## src/hw/axi_mem_pkg.sv

```systemverilog
// Shared AXI4 channel types and RAM geometry; 32-bit data only, 1024-word RAM, IDs not carried
package axi_mem_pkg;

    // RAM geometry in 32-bit words
    localparam int unsigned RAM_WORDS = 1024;
    localparam int unsigned ADDR_W = $clog2(RAM_WORDS);

    // Encoded AWSIZE/ARSIZE for 4-byte beats
    localparam logic [2:0] AXI_SIZE_4B = 3'd2;

    typedef enum logic [1:0] {
        AXI_BURST_FIXED = 2'd0,
        AXI_BURST_INCR  = 2'd1,
        AXI_BURST_WRAP  = 2'd2
    } axi_burst_e;

    typedef enum logic [1:0] {
        AXI_RESP_OKAY   = 2'd0,
        AXI_RESP_EXOKAY = 2'd1,
        AXI_RESP_SLVERR = 2'd2,
        AXI_RESP_DECERR = 2'd3
    } axi_resp_e;

    // Write address, byte addressed
    typedef struct packed {
        logic [31:0] addr;
        logic [7:0]  len;
        logic [2:0]  size;
        axi_burst_e  burst;
    } axi_aw_t;

    // Read address, same layout as write address
    typedef axi_aw_t axi_ar_t;

    typedef struct packed {
        logic [31:0] data;
        logic [3:0]  strb;
        logic        last;
    } axi_w_t;

    typedef struct packed {
        axi_resp_e resp;
    } axi_b_t;

    typedef struct packed {
        logic [31:0] data;
        axi_resp_e   resp;
        logic        last;
    } axi_r_t;

    // External command, word addressed, len is beat count minus one
    typedef struct packed {
        logic [31:0] addr;
        logic [7:0]  len;
    } mem_cmd_t;

    typedef struct packed {
        logic [31:0] data;
        axi_resp_e   resp;
        logic        last;
    } read_beat_t;

endpackage

```

## src/hw/burst_writer.sv

```systemverilog
// AXI4 write master, one INCR burst of 32-bit words in flight, full strobes, data stream must supply len+1 words
`timescale 1ns/1ps

module burst_writer (
    input  logic                   clk,
    input  logic                   rst,
    input  axi_mem_pkg::mem_cmd_t  wr_cmd,
    input  logic                   wr_cmd_valid,
    output logic                   wr_cmd_ready,
    input  logic [31:0]            wr_data,
    input  logic                   wr_data_valid,
    output logic                   wr_data_ready,
    output logic                   wr_done,
    output axi_mem_pkg::axi_resp_e wr_resp,
    output axi_mem_pkg::axi_aw_t   aw,
    output logic                   aw_valid,
    input  logic                   aw_ready,
    output axi_mem_pkg::axi_w_t    w,
    output logic                   w_valid,
    input  logic                   w_ready,
    input  axi_mem_pkg::axi_b_t    b,
    input  logic                   b_valid,
    output logic                   b_ready
);
    import axi_mem_pkg::*;

    typedef enum logic [1:0] {
        IDLE,
        ADDR,
        DATA,
        RESP
    } state_e;

    state_e      state;
    logic        cmd_ready_reg;
    logic        aw_valid_reg;
    logic        b_ready_reg;
    logic [31:0] addr_reg;
    logic [7:0]  len_reg;
    logic [7:0]  beat_cnt;

    always_ff @(posedge clk) begin
        if (!rst) begin
            state <= IDLE;
            cmd_ready_reg <= 1'b0;
            aw_valid_reg <= 1'b0;
            b_ready_reg <= 1'b0;
        end else begin
            b_ready_reg <= 1'b1;
            case (state)
                IDLE: begin
                    cmd_ready_reg <= 1'b1;
                    if (wr_cmd_valid && cmd_ready_reg) begin
                        cmd_ready_reg <= 1'b0;
                        aw_valid_reg <= 1'b1;
                        state <= ADDR;
                    end
                end
                ADDR: begin
                    if (aw_ready) begin
                        aw_valid_reg <= 1'b0;
                        state <= DATA;
                    end
                end
                DATA: begin
                    if (w_valid && w_ready && w.last) begin
                        state <= RESP;
                    end
                end
                default: begin
                    if (wr_done) begin
                        cmd_ready_reg <= 1'b1;
                        state <= IDLE;
                    end
                end
            endcase
        end
    end

    // Command latch and beat counter
    always_ff @(posedge clk) begin
        if (wr_cmd_valid && cmd_ready_reg) begin
            addr_reg <= wr_cmd.addr;
            len_reg <= wr_cmd.len;
            beat_cnt <= 8'd0;
        end else if (w_valid && w_ready) begin
            beat_cnt <= beat_cnt + 8'd1;
        end
    end

    assign wr_cmd_ready = cmd_ready_reg;

    // Word address to byte address
    assign aw.addr = {addr_reg[29:0], 2'b00};
    assign aw.len = len_reg;
    assign aw.size = AXI_SIZE_4B;
    assign aw.burst = AXI_BURST_INCR;
    assign aw_valid = aw_valid_reg;

    assign w.data = wr_data;
    assign w.strb = 4'hf;
    assign w.last = beat_cnt == len_reg;
    assign w_valid = (state == DATA) && wr_data_valid;
    assign wr_data_ready = (state == DATA) && w_ready;

    assign b_ready = b_ready_reg;
    assign wr_done = (state == RESP) && b_valid && b_ready_reg;
    assign wr_resp = b.resp;

endmodule

```

## config.mk

```make
export PLATFORM = sky130hd
export DESIGN_NAME = burst_writer
export DESIGN_NICKNAME = d
export VERILOG_FILES = /design/src/hw/axi_mem_pkg.sv /design/src/hw/burst_writer.sv
export SDC_FILE = /design/constraint.sdc
export NUM_CORES = 1
export LEC_CHECK = 0
export BUFFER_PORTS_ARGS = -buffer_cell sky130_fd_sc_hd__buf_2
export CAP_MARGIN = 40
export CORE_ASPECT_RATIO = 1.25
export CORE_MARGIN = 3
export CORE_UTILIZATION = 43
export DETAILED_ROUTE_END_ITERATION = 10
export MAX_ROUTING_LAYER = met4
export PLACE_DENSITY = 0.82
export SLEW_MARGIN = 25
export SYNTH_ARGS = -nofsm -noshare
export SYNTH_HDL_FRONTEND = slang
export SYNTH_SLANG_ARGS = --single-unit
```

## constraint.sdc

```tcl
create_clock -name clk -period 4.4 [get_ports clk]
set_input_delay 0.66 -clock clk [delete_from_list [all_inputs] [get_ports clk]]
set_output_delay 0.66 -clock clk [all_outputs]
set_load 0.02 [all_outputs]
```

==> results.ini <==
[synth]
ys.warnings.count = 0
syn_inst = 172
synth_cell_type_count = 26
ys_ff_latch = 51
ys_seq_area_share_pct = 62.4
synth_edf_count = 38
ys.flop_type = edfxtp_1
syn_avg_cell_area_um2 = 13.1
yosys-top-cells-area = edfxtp_1 51%, buf_4 15%, dfxtp_1 12%
ys_async_sr_fraction_pct = 0
synthesis.area_um2 = 2250
synth_top_area_share_pct = 50.8
synth_area_leader_cell = edfxtp_1

[power]
p_leak_nw = 1.12
power_density_nw_per_um2 = 493
ir_drop_mv = 0.286
total_power_mw = 1.27

[setup_path]
crit_required_ns = 3.74
crit_fanout = 6
crit_type = reg2out
end_kind = output port
arrival_ns = 1.41
cp-start-kind = register

[finish]
area_delta_synth_final_pct = 14.4
final_layout_size_suffix_gt1_share_pct = 43.5
antenna_cells = 0
final_common_cell = buf_2
largest_reg_flops = 30
fin_nets = 318
final_cell_mix = 89 x buf_2, 38 x edfxtp_1, 14 x nor2_1

[floorplan]
die_area_um2 = 6140
pin_count = 171
die_w_um = 70.7
start_util_pct = 45.8
core_um2 = 4900
rows = 28
fp.dieH_um = 86.8

[routing]
routedWlPerCell_um = 14.1
wirelength_mm = 4.11
num_vias = 1354
drc = 0
routed_via_density = 4.64
ant_nets = 0
firstDrtPassIters = 4
drtIter0Drc = 62

[timing]
rsz0062_at_grt = no
report.final.slew_viol_count = 0
setup_viol = 0
setup_tns_ns = 0
hold_violations = 0
post-route-min-period_ns = 2.07
slew_headroom_pct = 64.8
setup_slack_ns = 2.33
fin_crit_sh_pct = 47.1
skew_ns = 0.00606
fmax_ghz = 0.482
worst_pin_slew_ns = 0.529

[placement]
io_buffer_count = 89
routabilityCongestion = 0.749
hpwl_mm = 3.20
post-place-ws_ns = 2.57

[global_routing]
grt_pass1_wl_mm = 6.62
grt_start_max_net_pins = 28
track_usage_pct = 14.5
grt-ovfl-total = 0
antenna_found_initial = 0
grt_pass1_vias = 1394

[clocking]
cts_setup_buffers = 0
ctsHoldBuffers = 0
post_cts_resized = 0
cts_buffers = 5
clock_latency_ns = 0.30
cts_buffer_depth = 2
cts_root_buf = clkbuf_8
clock_sinks = 51
htree_levels = 2
path_clk_slew_ns = 0.09
cts_tree = done

[run]
drv_cap = 0

[hold_path]
hp-class = in2reg

[outcome]
status = finished, final reports clean

[routing by layer]
| layer | vias to the layer above | track usage (%) | part of all wire [%] |
|---|---|---|---|
| li1 | 643 | - | - |
| met1 | 626 | 14.0 | 33 |
| met2 | 73 | 26.2 | 57 |
| met3 | 12 | 4.64 | 7.8 |
| met4 | 0 | 6.84 | 2.6 |
| met5 | - | - | 0 |
[cell families after synthesis]
group           share of synthesized area [%]
buf+inv                                  16.0
other cells                             0.334
mux                                      1.34
simple gates                             8.74
fa+ha+maj                                3.34
xor+xnor                                 5.85
compound gates                           2.00
flops                                    62.4
[per-stage QoR]
stage / util [%] / hold slack, ns / instance area (µm²) / std cells
floorplan: - / 0.486 / 2280 / 181
global placement: 50.0 / 0.507 / 2450 / 283
detailed placement: 50.6 / 0.528 / 2480 / 284
CTS: 52.4 / 0.512 / 2570 / 292
global route: 52.4 / 0.501 / 2570 / 292
finish: 52.4 / 0.526 / 2570 / 292
[where the power goes]
group | switching, mW | leakage, nW | internal [mW]
Combinational | 0.223 | 0.614 | 0.134
Clock | 0.153 | 0.0454 | 0.114
Sequential | 0.0376 | 0.458 | 0.606
Total | 0.414 | 1.12 | 0.854
[critical path: stages (launching register included)]
cell and delay (ns):
dfxtp_1 0.42, inv_1 0.09, ha_1 0.28, and2_1 0.17
buf_2 0.16
[area by class of cell]
class	count	area, µm²
well taps	60	75.1
flip-flops and latches	51	1400
clock inverters	2	17.5
fillers	458	2330
clock buffers	6	72.6
repair buffers	90	473
inverters	3	11.3
multi-input cells	80	520
[cell usage after synthesis (2+ instances only)]
master	n
buf_4	46
edfxtp_1	38
nor2_1	14
dfxtp_1	13
xnor2_1	11
nand2_1	9
ha_1	6
nand4_1	4
xor2_1	4
and2_1	3
and3_1	3
inv_1	3
mux2i_1	3
a21oi_1	2
conb_1	2
[worst paths after layout]
| kind | depth (start not counted) | startpoint | end | slack [ns] |
|---|---|---|---|---|
| setup reg to reg | 7 | state[0] | beat_cnt[7] | 2.67 |
| setup / recovery | 4 | state[0] | w_valid | 2.33 |
| hold reg to reg | 2 | state[1] | state[1] | 0.54 |
| hold / removal | 1 | wr_cmd[15] | addr_reg[7] | 0.53 |
Power figures use the tool's default switching activity.
