==> config.mk <==
export PLATFORM = sky130hd
export DESIGN_NAME = burst_reader
export DESIGN_NICKNAME = d
export VERILOG_FILES = /design/src/hw/axi_mem_pkg.sv /design/src/hw/burst_reader.sv
export SDC_FILE = /design/constraint.sdc
export NUM_CORES = 1
export LEC_CHECK = 0
export ABC_AREA = 1
export BUFFER_PORTS_ARGS = -buffer_cell sky130_fd_sc_hd__clkbuf_2
export CORE_ASPECT_RATIO = 0.6
export CORE_MARGIN = 2
export CORE_UTILIZATION = 32
export DETAILED_ROUTE_END_ITERATION = 8
export GPL_TIMING_DRIVEN = 0
export MAX_ROUTING_LAYER = met4
export PLACE_DENSITY = 0.74
export SETUP_SLACK_MARGIN = 0.02
export SYNTH_ARGS = -nofsm -noshare
export SYNTH_HDL_FRONTEND = slang
export SYNTH_SLANG_ARGS = --single-unit
==> constraint.sdc <==
create_clock -name clk -period 1.6 [get_ports clk]
set_input_delay 0.08 -clock clk [delete_from_list [all_inputs] [get_ports clk]]
set_output_delay 0.08 -clock clk [all_outputs]
set_load 0.01 [all_outputs]
==> src/hw/axi_mem_pkg.sv <==
// Shared AXI4 channel types and RAM geometry; 32-bit data only, 1024-word RAM, IDs not carried
package axi_mem_pkg;

    // RAM geometry in 32-bit words
    localparam int unsigned RAM_WORDS = 1024;
    localparam int unsigned ADDR_W = $clog2(RAM_WORDS);

    // Encoded AWSIZE/ARSIZE for 4-byte beats
    localparam logic [2:0] AXI_SIZE_4B = 3'd2;

    typedef enum logic [1:0] {
        AXI_BURST_FIXED = 2'd0,
        AXI_BURST_INCR  = 2'd1,
        AXI_BURST_WRAP  = 2'd2
    } axi_burst_e;

    typedef enum logic [1:0] {
        AXI_RESP_OKAY   = 2'd0,
        AXI_RESP_EXOKAY = 2'd1,
        AXI_RESP_SLVERR = 2'd2,
        AXI_RESP_DECERR = 2'd3
    } axi_resp_e;

    // Write address, byte addressed
    typedef struct packed {
        logic [31:0] addr;
        logic [7:0]  len;
        logic [2:0]  size;
        axi_burst_e  burst;
    } axi_aw_t;

    // Read address, same layout as write address
    typedef axi_aw_t axi_ar_t;

    typedef struct packed {
        logic [31:0] data;
        logic [3:0]  strb;
        logic        last;
    } axi_w_t;

    typedef struct packed {
        axi_resp_e resp;
    } axi_b_t;

    typedef struct packed {
        logic [31:0] data;
        axi_resp_e   resp;
        logic        last;
    } axi_r_t;

    // External command, word addressed, len is beat count minus one
    typedef struct packed {
        logic [31:0] addr;
        logic [7:0]  len;
    } mem_cmd_t;

    typedef struct packed {
        logic [31:0] data;
        axi_resp_e   resp;
        logic        last;
    } read_beat_t;

endpackage

==> src/hw/burst_reader.sv <==
// AXI4 read master, one INCR burst of 32-bit words in flight; beats pass through under consumer back-pressure
`timescale 1ns/1ps

module burst_reader (
    input  logic                    clk,
    input  logic                    rst,
    input  axi_mem_pkg::mem_cmd_t   rd_cmd,
    input  logic                    rd_cmd_valid,
    output logic                    rd_cmd_ready,
    output axi_mem_pkg::read_beat_t rd_beat,
    output logic                    rd_beat_valid,
    input  logic                    rd_beat_ready,
    output axi_mem_pkg::axi_ar_t    ar,
    output logic                    ar_valid,
    input  logic                    ar_ready,
    input  axi_mem_pkg::axi_r_t     r,
    input  logic                    r_valid,
    output logic                    r_ready
);
    import axi_mem_pkg::*;

    typedef enum logic [1:0] {
        IDLE,
        ADDR,
        DATA
    } state_e;

    state_e      state;
    logic        cmd_ready_reg;
    logic        ar_valid_reg;
    logic [31:0] addr_reg;
    logic [7:0]  len_reg;
    logic        data_phase;

    always_ff @(posedge clk) begin
        if (!rst) begin
            state <= IDLE;
            cmd_ready_reg <= 1'b0;
            ar_valid_reg <= 1'b0;
        end else begin
            case (state)
                IDLE: begin
                    cmd_ready_reg <= 1'b1;
                    if (rd_cmd_valid && cmd_ready_reg) begin
                        cmd_ready_reg <= 1'b0;
                        ar_valid_reg <= 1'b1;
                        state <= ADDR;
                    end
                end
                ADDR: begin
                    if (ar_ready) begin
                        ar_valid_reg <= 1'b0;
                        state <= DATA;
                    end
                end
                default: begin
                    // Burst ends with the last beat handed downstream
                    if (r_valid && r_ready && r.last) begin
                        cmd_ready_reg <= 1'b1;
                        state <= IDLE;
                    end
                end
            endcase
        end
    end

    always_ff @(posedge clk) begin
        if (rd_cmd_valid && cmd_ready_reg) begin
            addr_reg <= rd_cmd.addr;
            len_reg <= rd_cmd.len;
        end
    end

    assign rd_cmd_ready = cmd_ready_reg;

    assign ar.addr = {addr_reg[29:0], 2'b00};
    assign ar.len = len_reg;
    assign ar.size = AXI_SIZE_4B;
    assign ar.burst = AXI_BURST_INCR;
    assign ar_valid = ar_valid_reg;

    assign data_phase = state == DATA;

    // R maps one to one onto output beats
    assign rd_beat.data = r.data;
    assign rd_beat.resp = r.resp;
    assign rd_beat.last = r.last;
    assign rd_beat_valid = data_phase && r_valid;
    assign r_ready = data_phase && rd_beat_ready;

endmodule

==> results of run 1 <==
area by class of cell:
cell class	instances	area [um2]	area share [%]
sequential	42	1220	42.4
timing repair buffer	159	986	34.2
buffer	42	315	10.9
multi-input combinational	27	121	4.21
tap	66	82.6	2.87
clock buffer	5	68.8	2.39
clock inverter	3	43.8	1.52
inverter	8	33.8	1.17
timing repair inverter	1	7.51	0.261
stage by stage:
stage	setup TNS [ps]	worst slack [ps]	cells	total power (W)	cell area, um2
global route	0	79.1	353	0.00268	2880
CTS	0	172	353	0.00258	2880
detailed placement	-2560	-66.2	306	0.00166	2380
global placement	-636	-19.0	306	0.00165	2380
finish	0	193	353	0.00254	2880
floorplan	0	215	119	0.00150	1690
cell families after synthesis:
logic type,Yosys count,synth area share (%)
buffers and inverters,50,20.7
flip-flops,42,73.2
AND/OR/NAND/NOR,15,3.97
AO/OA/AOI/OAI,5,1.72
other,2,0.450
how the worst max path moves through the flow:
stage                  from      endpoint
2_1_floorplan  rd_cmd_ready   addr_reg[0]
3_3_place_gp   rd_cmd_ready   addr_reg[4]
3_5_place_dp   rd_cmd_ready   addr_reg[6]
4_1_cts        rd_cmd_ready  addr_reg[23]
5_1_grt        rd_cmd_ready  addr_reg[23]
6_report       rd_cmd_ready  addr_reg[23]
cells in the mapped netlist:
cell      count  area, um2
buf_4        42        315
edfxtp_1     38       1140
nand2_1       9       33.8
inv_1         7       26.3
dfxtp_1       4       80.1
a21oi_1       3       15.0
nor2_1        3       11.3
conb_1        2       7.51
a21oi_2       1       8.76
inv_2         1       3.75
nand3_1       1       5.00
nand3_2       1       10.0
nor2_2        1       6.26
o21ai_0       1       5.00
power breakdown:
group          switching [W]  internal (W)  total, W
sequential         0.0000196       0.00127   0.00129
combinational       0.000185      0.000236  0.000422
clock               0.000369      0.000468  0.000837
worst register-to-register path: stages (launching register included):
cell and delay [ps]:
dfxtp_1 320, nand2_1 220, clkinvlp_4 470
placed cells by master (no fill, tap or decap):
cell / Yosys / routed
clkbuf_8: 0 / 5
bufinv_16: 0 / 1
edfxtp_1: 38 / 38
inv_2: 1 / 1
nor2_1: 3 / 3
a21oi_1: 3 / 3
nor2_2: 1 / 1
nand2_1: 9 / 9
clkinvlp_4: 0 / 2
dlygate4sd3_1: 0 / 38
a21oi_2: 1 / 1
dfxtp_1: 4 / 4
inv_1: 7 / 6
clkbuf_2: 0 / 121
inv_6: 0 / 1
buf_4: 42 / 42
o21ai_0: 1 / 1
nand3_2: 1 / 1
clkinv_2: 0 / 1
conb_1: 2 / 7
nand3_1: 1 / 1
what timing repair did:
action | 4_1_cts | 5_1_grt
hold endpoints to repair | 38 | 0
hold buffers | 38 | 0
resized for setup | 1 | 0
setup endpoints to repair | 40 | 0
layer usage:
layer / global-route usage, % / vias up
met5: - / -
met4: 2.38 / 0
met3: 5.73 / 0
met2: 22.7 / 79
met1: 16.7 / 601
li1: - / 674
==> summary.txt, run 1 <==
Status
  – Status: complete, no violations

Routing
  – Routed vias/inst: 3.84
  – Uppermost layer routed: met3
  – DR WL met3: 382 um
  – Drt pass-1 iters: 4
  – WL per Instance: 11.4 um
  – Initial drt markers: 31
  – Met1 WL: 1670 um
  – Post-route DRC: 0
  – Met2 Routed Length: 1960 um
  – Final WL: 4010 um
  – Antenna Nets Post-Route: 0
  – Via count of the routed design: 1,354

CTS
  – Setup bufs post-CTS: 0
  – TritonCTS Buffers: 5
  – CTS tree: done
  – H-tree levels: 2
  – Maximum root-to-sink buffer count: 2
  – Clk slew on worst S/H paths: 80 ps
  – Root Buffer: clkbuf_8
  – Clock sink total: 42
  – Skew-Pair Late Insertion Delay: 280 ps

Critical path
  – Reg2reg start: rd_cmd_ready
  – Crit start category: register
  – Reg2Reg Depth: 2
  – Critical path's largest stage delay: 470 ps
  – R2r setup slk: 190 ps
  – R2r endpoint: addr_reg[23]
  – Critical Path Stages: 2
  – CP top delay family: buffers and inverters
  – Worst path buffer plus inverter count: 1
  – Worst setup EP type: register
  – WS Path Type: register to register
  – CP required: 1490 ps
  – Max Fanout on Critical Path: 20
  – Cell Chain, Critical Path: nand2_1 > clkinvlp_4
  – CP max-delay cell: clkinvlp_4
  – Data arrival, critical path: 1300 ps

Global routing
  – First-pass GRT wire length: 6000 um
  – Vias in the first global route: 1,260
  – Total track usage: 13.9%
  – Global route total overflow: 0
  – Initial antenna violation count: 0
  – Largest net degree at the start of global routing: 21

STA
  – Tcrit/Tclk final: 87.9%
  – RSZ-0062 raised after global routing: false
  – Fmax: 0.711 GHz
  – Max Clock Skew: 4.16 ps
  – Worst hold slack: 75.8 ps
  – Min Tclk post-route: 1410 ps
  – Final hold violation count: 0
  – Final setup fails: 0
  – Slew Viols, Final: 0

Min path
  – Hold_sp: r_valid
  – Hold crit path type: input pin to register
  – WHS Endpoint: rd_cmd_ready
  – Hold Path Cell Cnt: 3

Run
  – Max Cap Violations: 0

Floorplanning
  – Initial Utilization: 33.0%
  – Die span in x: 97.2 um
  – Rows: 20
  – Die extent in y: 59.9 um
  – Total core area: 5050 um2
  – Die outline area: 5830 um2
  – Ports placed on the boundary: 165

Logic synthesis
  – Avg Cell Area, Syn: 14.6 um2
  – Mapped Cells: 114
  – Synthesized area: 1670 um2
  – Warnings from Yosys: 0
  – #FFs+latches synth: 42
  – Synth cell types: 14
  – Register area share after synthesis: 73.2%

Final layout
  – Final Net Count: 367
  – FILL cells: 428
  – ANT cells: 0
  – Fin util: 57.0%
  – Share of layout cells above drive strength 1: 61.7%
  – Max reg flops: 30
  – Layout area overhead: 72.6%

Power
  – Leak Pwr: 1.40 nW
  – Power Density: 884 nW/um2
  – VDD IR max: 0.376 mV

Placement
  – IO buf count: 121
  – HPWL after detailed placement: 2740 um
  – Routability cong.: 0.752
Note: power is estimated with default switching activity, not from simulation.
==> run 2: changes to the inputs <==
Settings changed: CORE_UTILIZATION 32 to 38, PLACE_DENSITY 0.74 to 0.82.
Clock period 1.6 ns to 1.7 ns, I/O delays scaled along.
==> run 2 against run 1 <==
  * Flip-flop and latch count unchanged
  * Clock power fell by 27%
  * Worst setup slack better by 150 ps
  * Utilization increased by 11 points
  * Design area shrank 1.2%
  * Non-clock buffer count stayed put
  * Clock skew barely moved
  * Global-route usage rose by 3.7 points
==> summary.txt, run 2 (synthesis results as in run 1) <==
Status
  – Status: complete, no violations

STA
  – Min Tclk post-route: 1350 ps (-54.1 ps)
  – Setup WS post-layout: 347 ps (+154 ps)
  – Final hold violation count: 0 (unchanged)
  – Slew Viols, Final: 0 (unchanged)
  – RSZ-0062 raised after global routing: false
  – Final setup fails: 0 (unchanged)
  – Fmax: 0.739 GHz (+4.0%)
  – Tcrit/Tclk final: 79.6% (-8.4 points)
  – Worst hold slack: 64.4 ps (-11.4 ps)
  – Max Clock Skew: 4.51 ps (+0.345 ps)

Final layout
  – Final Cell Area: 2850 um2 (-1.2%)
  – Most common cell after layout, fill and taps aside: clkbuf_2
  – Final Net Count: 367 (unchanged)
  – FILL cells: 294 (-31%)
  – Max reg flops: 30 (unchanged)
  – Share of layout cells above drive strength 1: 61.3% (-0.35 points)
  – Non-Filler Instances: 347 (-1.7%)
  – ANT cells: 0 (unchanged)
  – Commonest cells after routing, fill and taps aside: clkbuf_2 (121), buf_4 (42), edfxtp_1 (38), dlygate4sd3_1 (38), nand2_1 (9)
  – Layout area overhead: 70.5%

Power
  – NetSw: 0.000516 W (-10%)
  – Clock share of power: 27.5% (-5.4 points)
  – VDD IR max: 0.341 mV (-9.2%)
  – Sequential power share: 54.6% (+4.0 points)
  – Tot Pwr: 0.00222 W (-13%)
  – Power Density: 780 nW/um2 (-12%)
  – Internal Pwr Total: 0.00170 W (-14%)
  – Combinational fraction of design power: 17.9% (+1.3 points)
  – Switching Share: 23.2% (+0.70 points)
  – Leak Pwr: 1.39 nW (-0.95%)

CTS
  – Clk slew on worst S/H paths: 80 ps (about the same)
  – Clock sink total: 42 (unchanged)
  – Root Buffer: clkbuf_8
  – TritonCTS Buffers: 5 (unchanged)
  – Maximum root-to-sink buffer count: 2 (unchanged)
  – CTS tree: done
  – Skew-Pair Late Insertion Delay: 280 ps (about the same)
  – H-tree levels: 2 (unchanged)

Floorplanning
  – Total core area: 4170 um2 (-18%)
  – Die outline area: 4960 um2 (-15%)
  – Die span in x: 89.6 um (-7.9%)
  – Rows: 18 (-10%)
  – Initial Utilization: 40.1% (+7.0 points)
  – Ports placed on the boundary: 165 (unchanged)
  – Die extent in y: 55.3 um (-7.7%)

Global routing
  – First-pass GRT wire length: 6380 um (+6.2%)
  – Global route total overflow: 0 (unchanged)
  – Vias in the first global route: 1,393 (+11%)
  – Largest net degree at the start of global routing: 40 (+90%)
  – Initial antenna violation count: 0 (unchanged)
  – Total track usage: 17.6% (+3.7 points)

Critical path
  – Data arrival, critical path: 1520 ps (+220 ps)
  – CP endpoint: ar_valid
  – Reg2Reg Depth: 4 (+2)
  – Cell Chain, Critical Path: nand2_1 > clkinvlp_4 > nand2_1 > a21oi_1
  – Critical path's largest stage delay: 430 ps (-40 ps)
  – Max Fanout on Critical Path: 20 (unchanged)
  – Worst setup startpoint: rd_cmd_ready
  – WS Path Type: register to register
  – Reg2reg start: rd_cmd_ready
  – R2r setup slk: 350 ps (+150 ps)
  – CP required: 1870 ps (+380 ps)
  – CP max-delay cell: clkinvlp_4
  – Worst setup EP type: register
  – R2r endpoint: ar_valid
  – CP top delay family: buffers and inverters
  – Crit start category: register
  – Worst path buffer plus inverter count: 1 (unchanged)
  – Critical Path Stages: 4 (+2)
  – CP most frequent cell: nand2_1

Routing
  – Via count of the routed design: 1,386 (+2.4%)
  – Drt pass-1 iters: 4 (unchanged)
  – WL per Instance: 12.6 um (+11%)
  – Final WL: 4360 um (+8.8%)
  – Post-route DRC: 0 (unchanged)
  – Routed vias/inst: 3.99 (+4.1%)
  – Antenna Nets Post-Route: 0 (unchanged)
  – Initial drt markers: 49 (+58%)

Placement
  – Worst slack, placed: -217 ps (-150 ps)
  – IO buf count: 121 (unchanged)
  – Routability cong.: 0.778 (+3.4%)
  – HPWL after detailed placement: 2870 um (+5.1%)
  – Area after DPL: 2370 um2 (-0.47%)
  – Placed insts: 300 (-2.0%)

Min path
  – Hold crit path type: input pin to register

Run
  – Max Cap Violations: 0 (unchanged)
==> run 2: changes by cell type in the layout (fill, tap and decap cells not counted), sizes merged <==
cell	change
bufinv	-1
clkbuf	+1
clkinv	+1
inv	-1
==> run 2: stage by stage <==
stage | utilization (%) | TNS, ps
3_3_place_gp | 56.8 | -5860
5_1_grt | 68.3 | 0
4_1_cts | 68.1 | 0
6_report | 68.3 | 0
2_1_floorplan | - | 0
3_5_place_dp | 56.8 | -6780
==> run 2: repair_timing <==
| item | 4_1_cts | 5_1_grt |
|---|---|---|
| setup endpoints to repair | 40 | 40 |
| cloned | 0 | 1 |
| pin swaps | 0 | 0 |
| gates resized for setup | 1 | 1 |
| setup buffers | 0 | 0 |
| endpoints found under the hold margin | 38 | 0 |
| hold buffers | 38 | 0 |
==> run 2: layout make-up <==
cell class / instances / area, um2 / area share, %
buffer: 42 / 315 / 11.1
clock buffer: 6 / 72.6 / 2.55
clock inverter: 2 / 13.8 / 0.484
inverter: 8 / 33.8 / 1.19
multi-input combinational: 27 / 121 / 4.26
sequential: 42 / 1220 / 42.9
tap: 60 / 75.1 / 2.64
timing repair buffer: 159 / 986 / 34.6
timing repair inverter: 1 / 7.51 / 0.264
==> run 2: how the worst min path moves through the flow <==
stage                          start           end  slack [ps]  cells after the start
after floorplan            rd_cmd[8]   addr_reg[0]         180                      0
after global placement     rd_cmd[3]    len_reg[3]         260                      1
after detailed placement  rd_cmd[27]  addr_reg[19]         260                      1
after CTS                    r_valid  rd_cmd_ready          60                      3
after global routing         r_valid  rd_cmd_ready          70                      3
final                        r_valid  rd_cmd_ready          60                      3
==> run 2: worst min-delay path: stages <==
cell and delay, ps:
clkbuf_2 90, nand3_2 80, a21oi_2 50
==> run 2: routing by layer <==
metal | vias to the layer above | wire length, um | global-route usage, %
met4 | 0 | 38 | 4.48
met2 | 84 | 2360 | 32.8
met3 | 4 | 445 | 5.53
li1 | 676 | - | -
met5 | - | 0 | -
met1 | 622 | 1520 | 17.3
==> run 2: power groups by stage <==
stage | Clock (W) | Combinational, W | Sequential (W)
final | 0.000610 | 0.000398 | 0.00121
after detailed placement | 0 | 0.000323 | 0.00124
after global placement | 0 | 0.000316 | 0.00123
after CTS | 0.000627 | 0.000395 | 0.00121
after global routing | 0.000668 | 0.000434 | 0.00122
after floorplan | 0 | 0.000145 | 0.00126
